**config.mk**
```make
export PLATFORM = sky130hd
export DESIGN_NAME = rvCore
export DESIGN_NICKNAME = d
export VERILOG_FILES = /design/src/rtl/rvCorePkg.sv /design/src/rtl/rvCtrlIf.sv /design/src/rtl/rvDecoder.sv /design/src/rtl/rvRegFile.sv /design/src/rtl/rvImmGen.sv /design/src/rtl/rvAlu.sv /design/src/rtl/rvCore.sv
export VERILOG_INCLUDE_DIRS = /design/src /design/src/rtl
export SDC_FILE = /design/constraint.sdc
export NUM_CORES = 2
export LEC_CHECK = 0
export BUFFER_PORTS_ARGS = -buffer_cell sky130_fd_sc_hd__clkbuf_2
export CAP_MARGIN = 20
export CORE_MARGIN = 1.5
export CORE_UTILIZATION = 40
export CTS_CLUSTER_DIAMETER = 60
export DETAILED_ROUTE_END_ITERATION = 8
export GPL_ROUTABILITY_DRIVEN = 1
export PLACE_DENSITY = 0.64
export SETUP_SLACK_MARGIN = 0.3
export SLEW_MARGIN = 5
export SYNTH_ARGS = -nofsm -noshare
export SYNTH_HDL_FRONTEND = slang
export SYNTH_SLANG_ARGS = --single-unit
```
**constraint.sdc**
```tcl
create_clock -name clk -period 11.2 [get_ports clk]
set_clock_uncertainty 0.15 [all_clocks]
set_input_delay 2.24 -clock clk [delete_from_list [all_inputs] [get_ports clk]]
set_output_delay 2.24 -clock clk [all_outputs]
set_load 0.05 [all_outputs]
```
**src/rtl/rvCoreSettings.svh**
```systemverilog
`ifndef RV_CORE_SETTINGS_SVH
`define RV_CORE_SETTINGS_SVH

// data and address width
`define XLEN 32

// architectural register file
`define REG_COUNT 32
`define REG_ADDR_W 5

// first fetch address out of reset
`define RESET_PC 32'h0000_0000

`endif

```
**src/rtl/rvCorePkg.sv**
```systemverilog
`default_nettype none

package rvCorePkg;

    // one instruction word, field layouts per format
    typedef struct packed {
        logic [6:0] funct7;
        logic [4:0] rs2;
        logic [4:0] rs1;
        logic [2:0] funct3;
        logic [4:0] rd;
        logic [6:0] opcode;
    } rFmt_t;

    typedef struct packed {
        logic [11:0] imm11_0;
        logic [4:0]  rs1;
        logic [2:0]  funct3;
        logic [4:0]  rd;
        logic [6:0]  opcode;
    } iFmt_t;

    typedef struct packed {
        logic [6:0] imm11_5;
        logic [4:0] rs2;
        logic [4:0] rs1;
        logic [2:0] funct3;
        logic [4:0] imm4_0;
        logic [6:0] opcode;
    } sFmt_t;

    typedef struct packed {
        logic       imm12;
        logic [5:0] imm10_5;
        logic [4:0] rs2;
        logic [4:0] rs1;
        logic [2:0] funct3;
        logic [3:0] imm4_1;
        logic       imm11;
        logic [6:0] opcode;
    } bFmt_t;

    typedef struct packed {
        logic [19:0] imm31_12;
        logic [4:0]  rd;
        logic [6:0]  opcode;
    } uFmt_t;

    typedef struct packed {
        logic       imm20;
        logic [9:0] imm10_1;
        logic       imm11;
        logic [7:0] imm19_12;
        logic [4:0] rd;
        logic [6:0] opcode;
    } jFmt_t;

    typedef union packed {
        rFmt_t r;
        iFmt_t i;
        sFmt_t s;
        bFmt_t b;
        uFmt_t u;
        jFmt_t j;
    } instrWord_u;

    typedef enum logic [6:0] {
        OPC_LOAD   = 7'b0000011,
        OPC_OP_IMM = 7'b0010011,
        OPC_STORE  = 7'b0100011,
        OPC_OP     = 7'b0110011,
        OPC_BRANCH = 7'b1100011,
        OPC_JALR   = 7'b1100111,
        OPC_JAL    = 7'b1101111,
        OPC_LUI    = 7'b0110111,
        OPC_AUIPC  = 7'b0010111
    } opcode_e;

    typedef enum logic [2:0] {
        ALU_ADD, ALU_SUB, ALU_AND, ALU_OR, ALU_SLT, ALU_PASS_B
    } aluOp_e;

    typedef enum logic [2:0] {
        IMM_NONE, IMM_I, IMM_S, IMM_B, IMM_U, IMM_J
    } immFmt_e;

    typedef enum logic [2:0] {
        BR_NONE, BR_BEQ, BR_BNE, BR_BLT, BR_JAL, BR_JALR
    } branchKind_e;

endpackage

`default_nettype wire

```
**src/rtl/rvCtrlIf.sv**
```systemverilog
`default_nettype none

interface rvCtrlIf;
    import rvCorePkg::*;

    immFmt_e     immFmt;
    aluOp_e      aluOp;
    logic        aluSrcImm;   // operand b from immediate
    logic        aluSrcPc;    // operand a from pc, auipc
    logic        regWrite;
    logic        memWrite;
    logic        memToReg;    // write back load data
    branchKind_e branchKind;

    modport decode (
        output immFmt, aluOp, aluSrcImm, aluSrcPc,
        output regWrite, memWrite, memToReg, branchKind
    );

    modport datapath (
        input immFmt, aluOp, aluSrcImm, aluSrcPc,
        input regWrite, memWrite, memToReg, branchKind
    );

endinterface

`default_nettype wire

```
**src/rtl/rvDecoder.sv**
```systemverilog
`default_nettype none

module rvDecoder (
    input  rvCorePkg::instrWord_u instruction,
    rvCtrlIf.decode               ctrl
);
    import rvCorePkg::*;

    opcode_e    opcode;
    logic [2:0] funct3;
    logic [6:0] funct7;

    assign opcode = opcode_e'(instruction.r.opcode);
    assign funct3 = instruction.r.funct3;
    assign funct7 = instruction.r.funct7;

    always_comb begin
        // anything not matched below stays a no-op
        ctrl.immFmt     = IMM_NONE;
        ctrl.aluOp      = ALU_ADD;
        ctrl.aluSrcImm  = 1'b0;
        ctrl.aluSrcPc   = 1'b0;
        ctrl.regWrite   = 1'b0;
        ctrl.memWrite   = 1'b0;
        ctrl.memToReg   = 1'b0;
        ctrl.branchKind = BR_NONE;

        case (opcode)
            OPC_LOAD: begin
                if (funct3 == 3'b010) begin // lw
                    ctrl.immFmt    = IMM_I;
                    ctrl.aluSrcImm = 1'b1;
                    ctrl.regWrite  = 1'b1;
                    ctrl.memToReg  = 1'b1;
                end
            end
            OPC_OP_IMM: begin
                if (funct3 == 3'b000) begin // addi
                    ctrl.immFmt    = IMM_I;
                    ctrl.aluSrcImm = 1'b1;
                    ctrl.regWrite  = 1'b1;
                end
            end
            OPC_STORE: begin
                if (funct3 == 3'b010) begin // sw
                    ctrl.immFmt    = IMM_S;
                    ctrl.aluSrcImm = 1'b1;
                    ctrl.memWrite  = 1'b1;
                end
            end
            OPC_OP: begin
                case ({funct7, funct3})
                    10'b0000000_000: begin
                        ctrl.aluOp    = ALU_ADD;
                        ctrl.regWrite = 1'b1;
                    end
                    10'b0100000_000: begin
                        ctrl.aluOp    = ALU_SUB;
                        ctrl.regWrite = 1'b1;
                    end
                    10'b0000000_111: begin
                        ctrl.aluOp    = ALU_AND;
                        ctrl.regWrite = 1'b1;
                    end
                    10'b0000000_010: begin
                        ctrl.aluOp    = ALU_SLT;
                        ctrl.regWrite = 1'b1;
                    end
                    default: ;
                endcase
            end
            OPC_BRANCH: begin
                ctrl.immFmt = IMM_B;
                case (funct3)
                    3'b000: begin
                        ctrl.aluOp      = ALU_SUB; // taken on zero
                        ctrl.branchKind = BR_BEQ;
                    end
                    3'b001: begin
                        ctrl.aluOp      = ALU_SUB;
                        ctrl.branchKind = BR_BNE;
                    end
                    3'b100: begin
                        ctrl.aluOp      = ALU_SLT;
                        ctrl.branchKind = BR_BLT;
                    end
                    default: ctrl.immFmt = IMM_NONE;
                endcase
            end
            OPC_JALR: begin
                if (funct3 == 3'b000) begin
                    ctrl.immFmt     = IMM_I;
                    ctrl.aluSrcImm  = 1'b1; // alu forms rs1 + imm target
                    ctrl.regWrite   = 1'b1;
                    ctrl.branchKind = BR_JALR;
                end
            end
            OPC_JAL: begin
                ctrl.immFmt     = IMM_J;
                ctrl.regWrite   = 1'b1;
                ctrl.branchKind = BR_JAL;
            end
            OPC_LUI: begin
                ctrl.immFmt    = IMM_U;
                ctrl.aluOp     = ALU_PASS_B;
                ctrl.aluSrcImm = 1'b1;
                ctrl.regWrite  = 1'b1;
            end
            OPC_AUIPC: begin
                ctrl.immFmt    = IMM_U;
                ctrl.aluSrcImm = 1'b1;
                ctrl.aluSrcPc  = 1'b1;
                ctrl.regWrite  = 1'b1;
            end
            default: ;
        endcase
    end

endmodule

`default_nettype wire

```
**src/rtl/rvRegFile.sv**
```systemverilog
`default_nettype none

`include "rvCoreSettings.svh"

module rvRegFile (
    input  logic                   clk,
    input  logic                   reset,
    input  logic [`REG_ADDR_W-1:0] readAddrA,
    input  logic [`REG_ADDR_W-1:0] readAddrB,
    input  logic [`REG_ADDR_W-1:0] writeAddr,
    input  logic [`XLEN-1:0]       writeData,
    input  logic                   writeEn,
    output logic [`XLEN-1:0]       readDataA,
    output logic [`XLEN-1:0]       readDataB
);

    logic [`XLEN-1:0] regs [1:`REG_COUNT-1]; // x0 has no storage

    assign readDataA = (readAddrA == '0) ? '0 : regs[readAddrA];
    assign readDataB = (readAddrB == '0) ? '0 : regs[readAddrB];

    always_ff @(posedge clk) begin
        if (!reset && writeEn && writeAddr != '0) begin
            regs[writeAddr] <= writeData;
        end
    end

endmodule

`default_nettype wire

```
**src/rtl/rvImmGen.sv**
```systemverilog
`default_nettype none

`include "rvCoreSettings.svh"

module rvImmGen (
    input  rvCorePkg::instrWord_u instruction,
    input  rvCorePkg::immFmt_e    fmt,
    output logic [`XLEN-1:0]      imm
);
    import rvCorePkg::*;

    always_comb begin
        case (fmt)
            IMM_I: begin
                imm = {{(`XLEN-12){instruction.i.imm11_0[11]}}, instruction.i.imm11_0};
            end
            IMM_S: begin
                imm = {{(`XLEN-12){instruction.s.imm11_5[6]}},
                       instruction.s.imm11_5,
                       instruction.s.imm4_0};
            end
            IMM_B: begin
                imm = {{(`XLEN-13){instruction.b.imm12}},
                       instruction.b.imm12,
                       instruction.b.imm11,
                       instruction.b.imm10_5,
                       instruction.b.imm4_1,
                       1'b0}; // halfword offset
            end
            IMM_U: begin
                imm = {instruction.u.imm31_12, 12'b0};
            end
            IMM_J: begin
                imm = {{(`XLEN-21){instruction.j.imm20}},
                       instruction.j.imm20,
                       instruction.j.imm19_12,
                       instruction.j.imm11,
                       instruction.j.imm10_1,
                       1'b0};
            end
            default: imm = '0; // r-type and no-op
        endcase
    end

endmodule

`default_nettype wire

```
**src/rtl/rvAlu.sv**
```systemverilog
`default_nettype none

`include "rvCoreSettings.svh"

module rvAlu (
    input  logic [`XLEN-1:0] srcA,
    input  logic [`XLEN-1:0] srcB,
    input  rvCorePkg::aluOp_e op,
    output logic [`XLEN-1:0] result,
    output logic             zero
);
    import rvCorePkg::*;

    logic lessThan;

    assign lessThan = $signed(srcA) < $signed(srcB);

    always_comb begin
        case (op)
            ALU_ADD:    result = srcA + srcB;
            ALU_SUB:    result = srcA - srcB;
            ALU_AND:    result = srcA & srcB;
            ALU_OR:     result = srcA | srcB;
            ALU_SLT:    result = {{(`XLEN-1){1'b0}}, lessThan};
            ALU_PASS_B: result = srcB; // lui
            default:    result = '0;
        endcase
    end

    assign zero = (result == '0);

endmodule

`default_nettype wire

```
**src/rtl/rvCore.sv**
```systemverilog
`default_nettype none

`include "rvCoreSettings.svh"

module rvCore (
    input  logic             clk,
    input  logic             reset,
    input  logic [`XLEN-1:0] instruction,
    input  logic [`XLEN-1:0] dataFromMem,
    output logic [`XLEN-1:0] PC,
    output logic             WE,
    output logic [`XLEN-1:0] addressToMem,
    output logic [`XLEN-1:0] dataToMem
);
    import rvCorePkg::*;

    instrWord_u       instrWord;
    logic [`XLEN-1:0] pcReg;
    logic [`XLEN-1:0] nextPc;
    logic [`XLEN-1:0] pcPlus4;
    logic [`XLEN-1:0] pcPlusImm;
    logic [`XLEN-1:0] jalrTarget;
    logic [`XLEN-1:0] rs1Data;
    logic [`XLEN-1:0] rs2Data;
    logic [`XLEN-1:0] imm;
    logic [`XLEN-1:0] aluA;
    logic [`XLEN-1:0] aluB;
    logic [`XLEN-1:0] aluResult;
    logic             aluZero;
    logic [`XLEN-1:0] writeBack;
    logic             branchTaken;
    logic             isJump;

    assign instrWord = instruction;

    rvCtrlIf ctrl ();

    rvDecoder decoder (
        .instruction (instrWord),
        .ctrl        (ctrl)
    );

    rvRegFile regFile (
        .clk       (clk),
        .reset     (reset),
        .readAddrA (instrWord.r.rs1),
        .readAddrB (instrWord.r.rs2),
        .writeAddr (instrWord.r.rd),
        .writeData (writeBack),
        .writeEn   (ctrl.regWrite),
        .readDataA (rs1Data),
        .readDataB (rs2Data)
    );

    rvImmGen immGen (
        .instruction (instrWord),
        .fmt         (ctrl.immFmt),
        .imm         (imm)
    );

    assign aluA = ctrl.aluSrcPc ? pcReg : rs1Data;
    assign aluB = ctrl.aluSrcImm ? imm : rs2Data;

    rvAlu alu (
        .srcA   (aluA),
        .srcB   (aluB),
        .op     (ctrl.aluOp),
        .result (aluResult),
        .zero   (aluZero)
    );

    assign pcPlus4    = pcReg + `XLEN'(4);
    assign pcPlusImm  = pcReg + imm;
    assign jalrTarget = {aluResult[`XLEN-1:1], 1'b0}; // rs1 + imm, bit 0 cleared
    assign isJump     = (ctrl.branchKind == BR_JAL) || (ctrl.branchKind == BR_JALR);

    always_comb begin
        case (ctrl.branchKind)
            BR_BEQ:  branchTaken = aluZero;
            BR_BNE:  branchTaken = !aluZero;
            BR_BLT:  branchTaken = aluResult[0]; // slt result
            BR_JAL:  branchTaken = 1'b1;
            default: branchTaken = 1'b0;
        endcase
    end

    always_comb begin
        if (ctrl.branchKind == BR_JALR) begin
            nextPc = jalrTarget;
        end else if (branchTaken) begin
            nextPc = pcPlusImm;
        end else begin
            nextPc = pcPlus4;
        end
    end

    always_comb begin
        if (ctrl.memToReg) begin
            writeBack = dataFromMem;
        end else if (isJump) begin
            writeBack = pcPlus4; // link address
        end else begin
            writeBack = aluResult;
        end
    end

    always_ff @(posedge clk) begin
        if (reset) begin
            pcReg <= `RESET_PC;
        end else begin
            pcReg <= nextPc;
        end
    end

    assign PC           = pcReg;
    assign WE           = ctrl.memWrite && !reset;
    assign addressToMem = aluResult;
    assign dataToMem    = rs2Data;

    // branch and jump targets from imm gen and alu keep fetch aligned
    assert property (@(posedge clk) disable iff (reset) PC[1:0] == 2'b00);

endmodule

`default_nettype wire

```
# ---- After elaboration in Yosys (flattened, before gate mapping)
# Memory sizes are Yosys's and may differ from the RTL's.
# Cells that the tools add are included.
dict set report word_totals {
  regBits 32
  latchBits 0
  ramBits 992
  romBits 0
  input_bits 66
  memories 1
}
dict set report classes {
  add_sub_neg 4
  mul 0
  div 0
  order_cmp 1
  eq_ne 30
  shifts 0
  mux 32
  n_bitwise 2
  reduce_logical 21
}
# memory depth width read_ports rd_clocked_by_memory_dff write_ports line
set memory_table {}
lappend memory_table {regFile.regs 31 32 2 0 1 rvRegFile.sv:17} ;# logic [`XLEN-1:0] regs [1:`REG_COUNT-1];
# op count
set ops {}
lappend ops {{32-bit two-way mux} 8}
lappend ops {{32-bit case mux with 6 select lines} 1}
lappend ops {{32-bit case mux with 5 select lines} 1}
lappend ops {{32-bit adder} 2}
lappend ops {{32-bit by 3-bit adder with 32-bit output (second input constant)} 1}
lappend ops {{32-bit bitwise AND} 1}
lappend ops {{32-bit zero test} 1}
lappend ops {{32-bit < comparator} 1}
lappend ops {{32-bit bitwise OR} 1}
lappend ops {{32-bit subtractor} 1}
lappend ops {{3-bit case mux with 3 select lines} 3}
lappend ops {{3-bit by 2-bit equality test with 1-bit output (second input constant)} 7}
lappend ops {{3-bit equality test (second input constant)} 7}
lappend ops {{7-bit by 6-bit equality test with 1-bit output (second input constant)} 3}
lappend ops {{7-bit equality test (second input constant)} 3}
lappend ops {{3-bit case mux with 6 select lines} 1}
lappend ops {{7-bit by 5-bit equality test with 1-bit output (second input constant)} 2}
lappend ops {{3-bit by 1-bit equality test with 1-bit output (second input constant)} 4}
lappend ops {{10-bit by 2-bit equality test with 1-bit output (second input constant)} 1}
lappend ops {{10-bit by 3-bit equality test with 1-bit output (second input constant)} 1}
lappend ops {{10-bit by 9-bit equality test with 1-bit output (second input constant)} 1}
lappend ops {{10-bit zero test} 1}
lappend ops {{5-bit zero test} 2}
lappend ops {{1-bit two-way mux} 10}
lappend ops {{15 further kinds} 26}

# ---- Logic depth before layout (Yosys ltp)
dict set report depth {
  word_depth 14
  depth_mapped 32
}

# ---- Hierarchy
# Synthesis repeated with hierarchy kept, for this count alone.
dict set report unflattened {
  hier_cells 4396
  hier_area_um2 57926.8
}
# module n_inst cells_each area_per_inst_um2 seq_area_each_um2
set modules_own_cells {}
lappend modules_own_cells {rvRegFile 1 2738 46602.2 29788.6}
lappend modules_own_cells {rvAlu 1 829 5381.4 0.0}
lappend modules_own_cells {rvCore 1 701 5134.9 640.6}
lappend modules_own_cells {rvDecoder 1 62 417.9 0.0}
lappend modules_own_cells {rvImmGen 1 66 390.4 0.0}

# ---- Worst setup path before layout
# OpenSTA, ideal clock, no wires.
dict set report synth_path {
  path_type {input to output}
  startpoint {input instruction[20]}
  endpoint {output addressToMem[12]}
  arrival_ns 9.494
  t_required_ns 8.810
  slack_ns -0.684
  cell_stages 20
  path_cell_list {clkbuf_1 buf_1 buf_1 clkbuf_1 clkbuf_1 mux2i_1 o221ai_1 a221oi_1 a211oi_1 a21o_1 ha_1 inv_1 fa_1 nor2b_1 o2111a_1 nor3_1 o41ai_1 a31oi_1 o211a_1 o21ai_0}
}
dict set report synth_via {
  elab_chain_cells 5
  word_cells_on_any_way 10
  classes_between {add/sub (2); mux (4); bitwise (2); reduce/logical (1); memory (1)}
}
# item line
set synth_lines {}
lappend synth_lines {{from (decl)} rvCore.sv:8} ;# input logic [`XLEN-1:0] instruction,
lappend synth_lines {{memory 31 x 32 bit / 5-bit zero test (equally long branches)} --}
lappend synth_lines {{32-bit two-way mux *} rvRegFile.sv:20} ;# assign readDataB = (readAddrB == '0) ? '0 : regs[readAddrB];
lappend synth_lines {{net dataToMem[0]} rvCore.sv:13} ;# output logic [`XLEN-1:0] dataToMem
lappend synth_lines {{32-bit two-way mux *} rvCore.sv:62} ;# assign aluB = ctrl.aluSrcImm ? imm : rs2Data;
lappend synth_lines {{32-bit subtractor / 32-bit adder (equally long branches)} {rvAlu.sv:21, rvAlu.sv:20}}
lappend synth_lines {{32-bit case mux with 6 select lines *} rvAlu.sv:19} ;# case (op)
lappend synth_lines {{to (decl)} rvCore.sv:12} ;# output logic [`XLEN-1:0] addressToMem,
# Mark *: on every way through the listed nets, which the timed path passes. The rest lies on a longest branch.

# ---- Final worst setup path
dict set report layout_path {
  startpoint {input instruction[21]}
  endpoint {output addressToMem[29]}
}
dict set report layout_via {
  elab_chain_cells 5
  word_cells_on_any_way 10
  classes_between {add/sub (2); mux (4); bitwise (2); reduce/logical (1); memory (1)}
}
# item line
set layout_lines {}
lappend layout_lines {{memory 31 x 32 bit / 5-bit zero test (equally long branches)} --}
lappend layout_lines {{32-bit two-way mux} rvRegFile.sv:20}
lappend layout_lines {{32-bit two-way mux *} rvCore.sv:62}
lappend layout_lines {{32-bit subtractor (tied with other cells)} rvAlu.sv:21} ;# ALU_SUB: result = srcA - srcB;
lappend layout_lines {{32-bit case mux with 6 select lines *} rvAlu.sv:19}
# Every way passes the cells marked *; elsewhere a longest branch is shown, timed or not.

==> results.md <==
- The estimated wirelength of the detail-placed design is 139.4 mm.
- The global-route wire length before repair is 294.3 mm.
- The critical-path maximum fanout is 33.
- The synthesis-to-finish area growth is 15.08%.
- The max-slew violation count is 0.
- The most used cell along the critical path is buf_4.
- The number of nets handed over by synthesis was 4229.
- The worst hold path belongs to the class reg2reg.
- The required time of the critical path is 8.81 ns.
- The startpoint identified for the worst register-to-register timing path is regFile.regs[31][1].
- The run finished with clean final reports.
- The highest-utilization routing layer at the global route stage is met2.
- The worst-case vdd ir drop is 0.1431 mV.
- In the finished design, the share of the clock period the worst path needs comes to 0.9467.
- The floorplan step defined a core boundary enclosing 0.1394 mm2.
- In the final layout, the share of cells above drive strength 1 is 0.2593.
- The share of total power dissipated in sequential elements is 0.429.
- The switching portion of total power is 0.3090.
- Counting along the longest clock path gives a buffer depth of 3.
- The number of buffers added on ports is 162.
- The routed via count is 41225.
- The Yosys step of the flow raised 0 warnings.
- The number of register bits inferred by synthesis is 1024.
- The full die area is 0.1426 mm2.
- The filler cells instantiated in the layout total 12144.
- The total overflow left after global routing is 0.
- The leakage dissipation is 22.36 nW.
- The reg-to-reg critical path endpoint is PC[21].
- The total iterations of the first detailed-routing run is 7.
- For this run, the total global-route usage over all layers was measured as 0.2902.
- The detail route stage leaves a number of antenna-violating nets equal to 0.
- The count of cell types in the netlist is 95.
- Entering global routing, the biggest net connects 92 pins.
- The slowest stage cell on the critical path is or3_2.
- The area of the multi-input gates is 0.02461 mm2.
- Setup repair after global routing left no endpoint under its margin.
- The count of flip-flops with a built-in enable after synthesis is 992.
- The detailed router finished its first iteration with 5772 violations.
- The CTS tree is yes.
- The critical path goes through buf_8, clkinv_1, or3_2, buf_4, o221ai_1, a21oi_1, o21ai_0, nand3_1, o21ai_0, buf_4, ha_1, buf_4, a21oi_1, o31ai_1, a22oi_1, o211ai_1, a21boi_0, o21a_1, o22ai_1, nor4_1, a311o_1, buf_12.
- For the finished layout, the period the worst path requires is 10.60 ns.
- The number of levels in the clock H-tree is 3.
- The arrival time at the worst endpoint is 8.21 ns.
- The delay of the slowest cell on the worst path is 0.81 ns.
- In the global route stage, met1 resource usage came out at 0.3847.
- At the pin with the least slew margin, the transition time is 1.141 ns.
- The met2 capacity usage during global routing is 0.4402.
- The number of cells traversed by the worst hold path is 2.
- The die is 377.6 um tall.
- Including well taps, the total number of placed cells is 6043.
- Among all flip-flop cells after synthesis, the most frequent one is edfxtp_1.
- The worst setup path is of the in2out kind.
- The number of global-route vias before repair came to 39940.
- The kind of end point of the critical path is an output pin.
- In the post-synthesis netlist, the biggest area contributors are edfxtp_1, mux4_2, mux2i_1.
- The number of antenna violations at the first check in global routing was 7.
- The flip-flop and latch area is 0.03043 mm2.
- The number of buffers created by CTS is 106.
- The clock reaches the later pin of the worst-skew pair after 0.76 ns.
- The number of max-cap violations is 0.
- The final setup violation count is 0.
- The cell taking the most area after synthesis is edfxtp_1.
- The worst reg2reg path depth is 23.
- The post-synthesis average cell area is 13.83 um2.
- The floorplan step set the die width to 377.6 um.
- After technology mapping, the gate count stands at 4059.
- In the routed layout, each cell is associated on average with a via count of 6.593.
- The met3 track demand over resource in global routing is 0.06906.
- The congestion estimate from routability-driven global placement came to 1.027.
- The final sum of negative setup slack is 0 ns.
- Leaving out filler cells and counting taps, the final layout contains 6253.
- The cell sitting at the root of the clock tree is a clkbuf_16.
- The cell area after synthesis is 0.05613 mm2.
- The fraction of power consumed by combinational cells is 0.235.
- The internal portion of the total power is 0.007498 W.
- The type of origin of the critical path is an input pin.
- The top-area cell type share of the netlist area is 0.5308.
- Clock tree synthesis found a total of 1024 sinks.
- The part of the Yosys area used for sequential elements is 0.5422.
- Dividing total power by cell area gives a power density of 168.0 mW/mm2.
- Dividing the detail-routed wire length by the instance count gives 33.50 um.
- The number of nets in the layout is 4451.
- The number of primary I/O pins is 163.
- The starting density of the core is 0.4027.
- After clock tree synthesis, the clock-pin slew on the worst setup and hold paths is 0.06 ns.
- The number of rows in the core area is 137.
- The maximum clock frequency is 0.09431 GHz.
- The analysis attributes to net switching a power of 0.003353 W.
- Of the total power, the clock network draws 0.336.
- The total of hold buffers inserted after clock tree synthesis is 0.
- The final hold violation count is 0.
- The fraction of registers with async set or reset after synthesis is 0.
- The max-slew headroom at the worst pin is 0.2345.
- Sorting the synthesized cells by how often they occur yields edfxtp_1, mux4_2, mux2i_1.
- The register-to-register setup slack is 3.71 ns.
- Wires add up to 209.5 mm.
- The most used standard cell by instance count after synthesis is edfxtp_1.
- The number of remaining DRC errors is 0.
## how the worst max path moves through the flow
stage	from	to	slack (ns)
after floorplan	instruction[20]	addressToMem[28]	0.29
after global placement	instruction[12]	addressToMem[29]	-0.23
after detailed placement	instruction[14]	addressToMem[30]	0.52
after CTS	instruction[14]	addressToMem[30]	0.48
after global routing	instruction[20]	addressToMem[30]	0.33
final	instruction[21]	addressToMem[29]	0.60
## final cells by class
type / count / share of cell area
Antenna cell: 7 / 0.0002712
Clock buffer: 124 / 0.04277
Clock inverter: 73 / 0.01267
Inverter: 108 / 0.006296
Multi-Input combinational cell: 2622 / 0.3810
Sequential cell: 1024 / 0.4711
Tap cell: 1876 / 0.03634
Timing Repair Buffer: 419 / 0.04955
## layer usage
| layer | vias up | routed length, um |
|---|---|---|
| met3 | 557 | 24180 |
| met4 | 4 | 12400 |
| met2 | 2775 | 93660 |
| met1 | 20965 | 79230 |
| li1 | 16924 | - |
| met5 | - | 25 |
## registers in the layout (all words and copies together), names as in the netlist, named ones only
name,count
regFile.regs,992
PC,31
## what timing repair did
action	in CTS	in global routing
setup buffers	0	0
endpoints found under the setup margin	0	4
hold endpoints to repair	0	0
resized for setup	0	4
## cell families (layout without fill, tap and decap cells)
group,count (synthesis),after routing,share of synthesized area
AOI/OAI and AO/OA,954,954,0.1186
xor gates and xnor gates,64,64,0.009987
adders and majority gates,104,104,0.02359
buffers and inverters,413,724,0.02923
DFF,1024,1024,0.5422
muxes,685,685,0.2065
other,0,7,0
and+or+nand+nor,815,815,0.06991
## power groups by stage
| stage | Sequential, W | Combinational, W | Clock (W) |
|---|---|---|---|
| after CTS | 0.00466 | 0.00246 | 0.00367 |
| after global routing | 0.00465 | 0.00267 | 0.00382 |
| after global placement | 0.00474 | 0.00243 | 0 |
| after floorplan | 0.00476 | 0.00140 | 0 |
| final | 0.00466 | 0.00255 | 0.00365 |
| after detailed placement | 0.00474 | 0.00245 | 0 |
## worst max-delay path, delay by kind of cell
family,cells,cell delay [ns]
compound gates,12,2.77
buf+inv,6,1.25
fa+ha+maj,1,0.24
simple gates,3,1.61
## metrics by stage
stage          setup slack (ns)    util  area [um2]  hold slack (ns)  power (W)
2_1_floorplan            0.2909       -       56190           0.6336   0.006164
3_3_place_gp            -0.2327  0.4368       60870           0.5647   0.007169
3_5_place_dp             0.5190  0.4370       60900           0.5600   0.007194
4_1_cts                  0.4763  0.4627       64490           0.5598    0.01079
5_1_grt                  0.3286  0.4633       64570           0.6089    0.01115
6_report                 0.5970  0.4635       64590           0.5915    0.01085
## layout by cell type (no fill, tap or decap), types with 22 or more instances in the layout
| cell type | instances |
|---|---|
| mux4_2 | 371 |
| mux2i_1 | 247 |
| clkbuf_2 | 147 |
| and2_1 | 51 |
| nor4_1 | 22 |
| dfxtp_1 | 32 |
| ha_1 | 101 |
| o221ai_1 | 24 |
| o211ai_1 | 35 |
| nand3_1 | 50 |
| nand2_1 | 221 |
| a21o_1 | 50 |
| nor3_1 | 41 |
| nand2b_1 | 43 |
| a31oi_1 | 38 |
| edfxtp_1 | 992 |
| nor2_1 | 206 |
| a21oi_2 | 29 |
| buf_12 | 28 |
| clkinv_1 | 25 |
| xnor2_1 | 40 |
| nor2_4 | 32 |
| a22oi_1 | 62 |
| and3_1 | 38 |
| a21oi_1 | 145 |
| o21ai_0 | 149 |
| clkbuf_16 | 108 |
| mux2_2 | 63 |
| a211oi_1 | 127 |
| xor2_1 | 24 |
| o41ai_1 | 33 |
| inv_1 | 105 |
| a221oi_1 | 80 |
| buf_4 | 232 |
(Power assumes the default switching activity.)
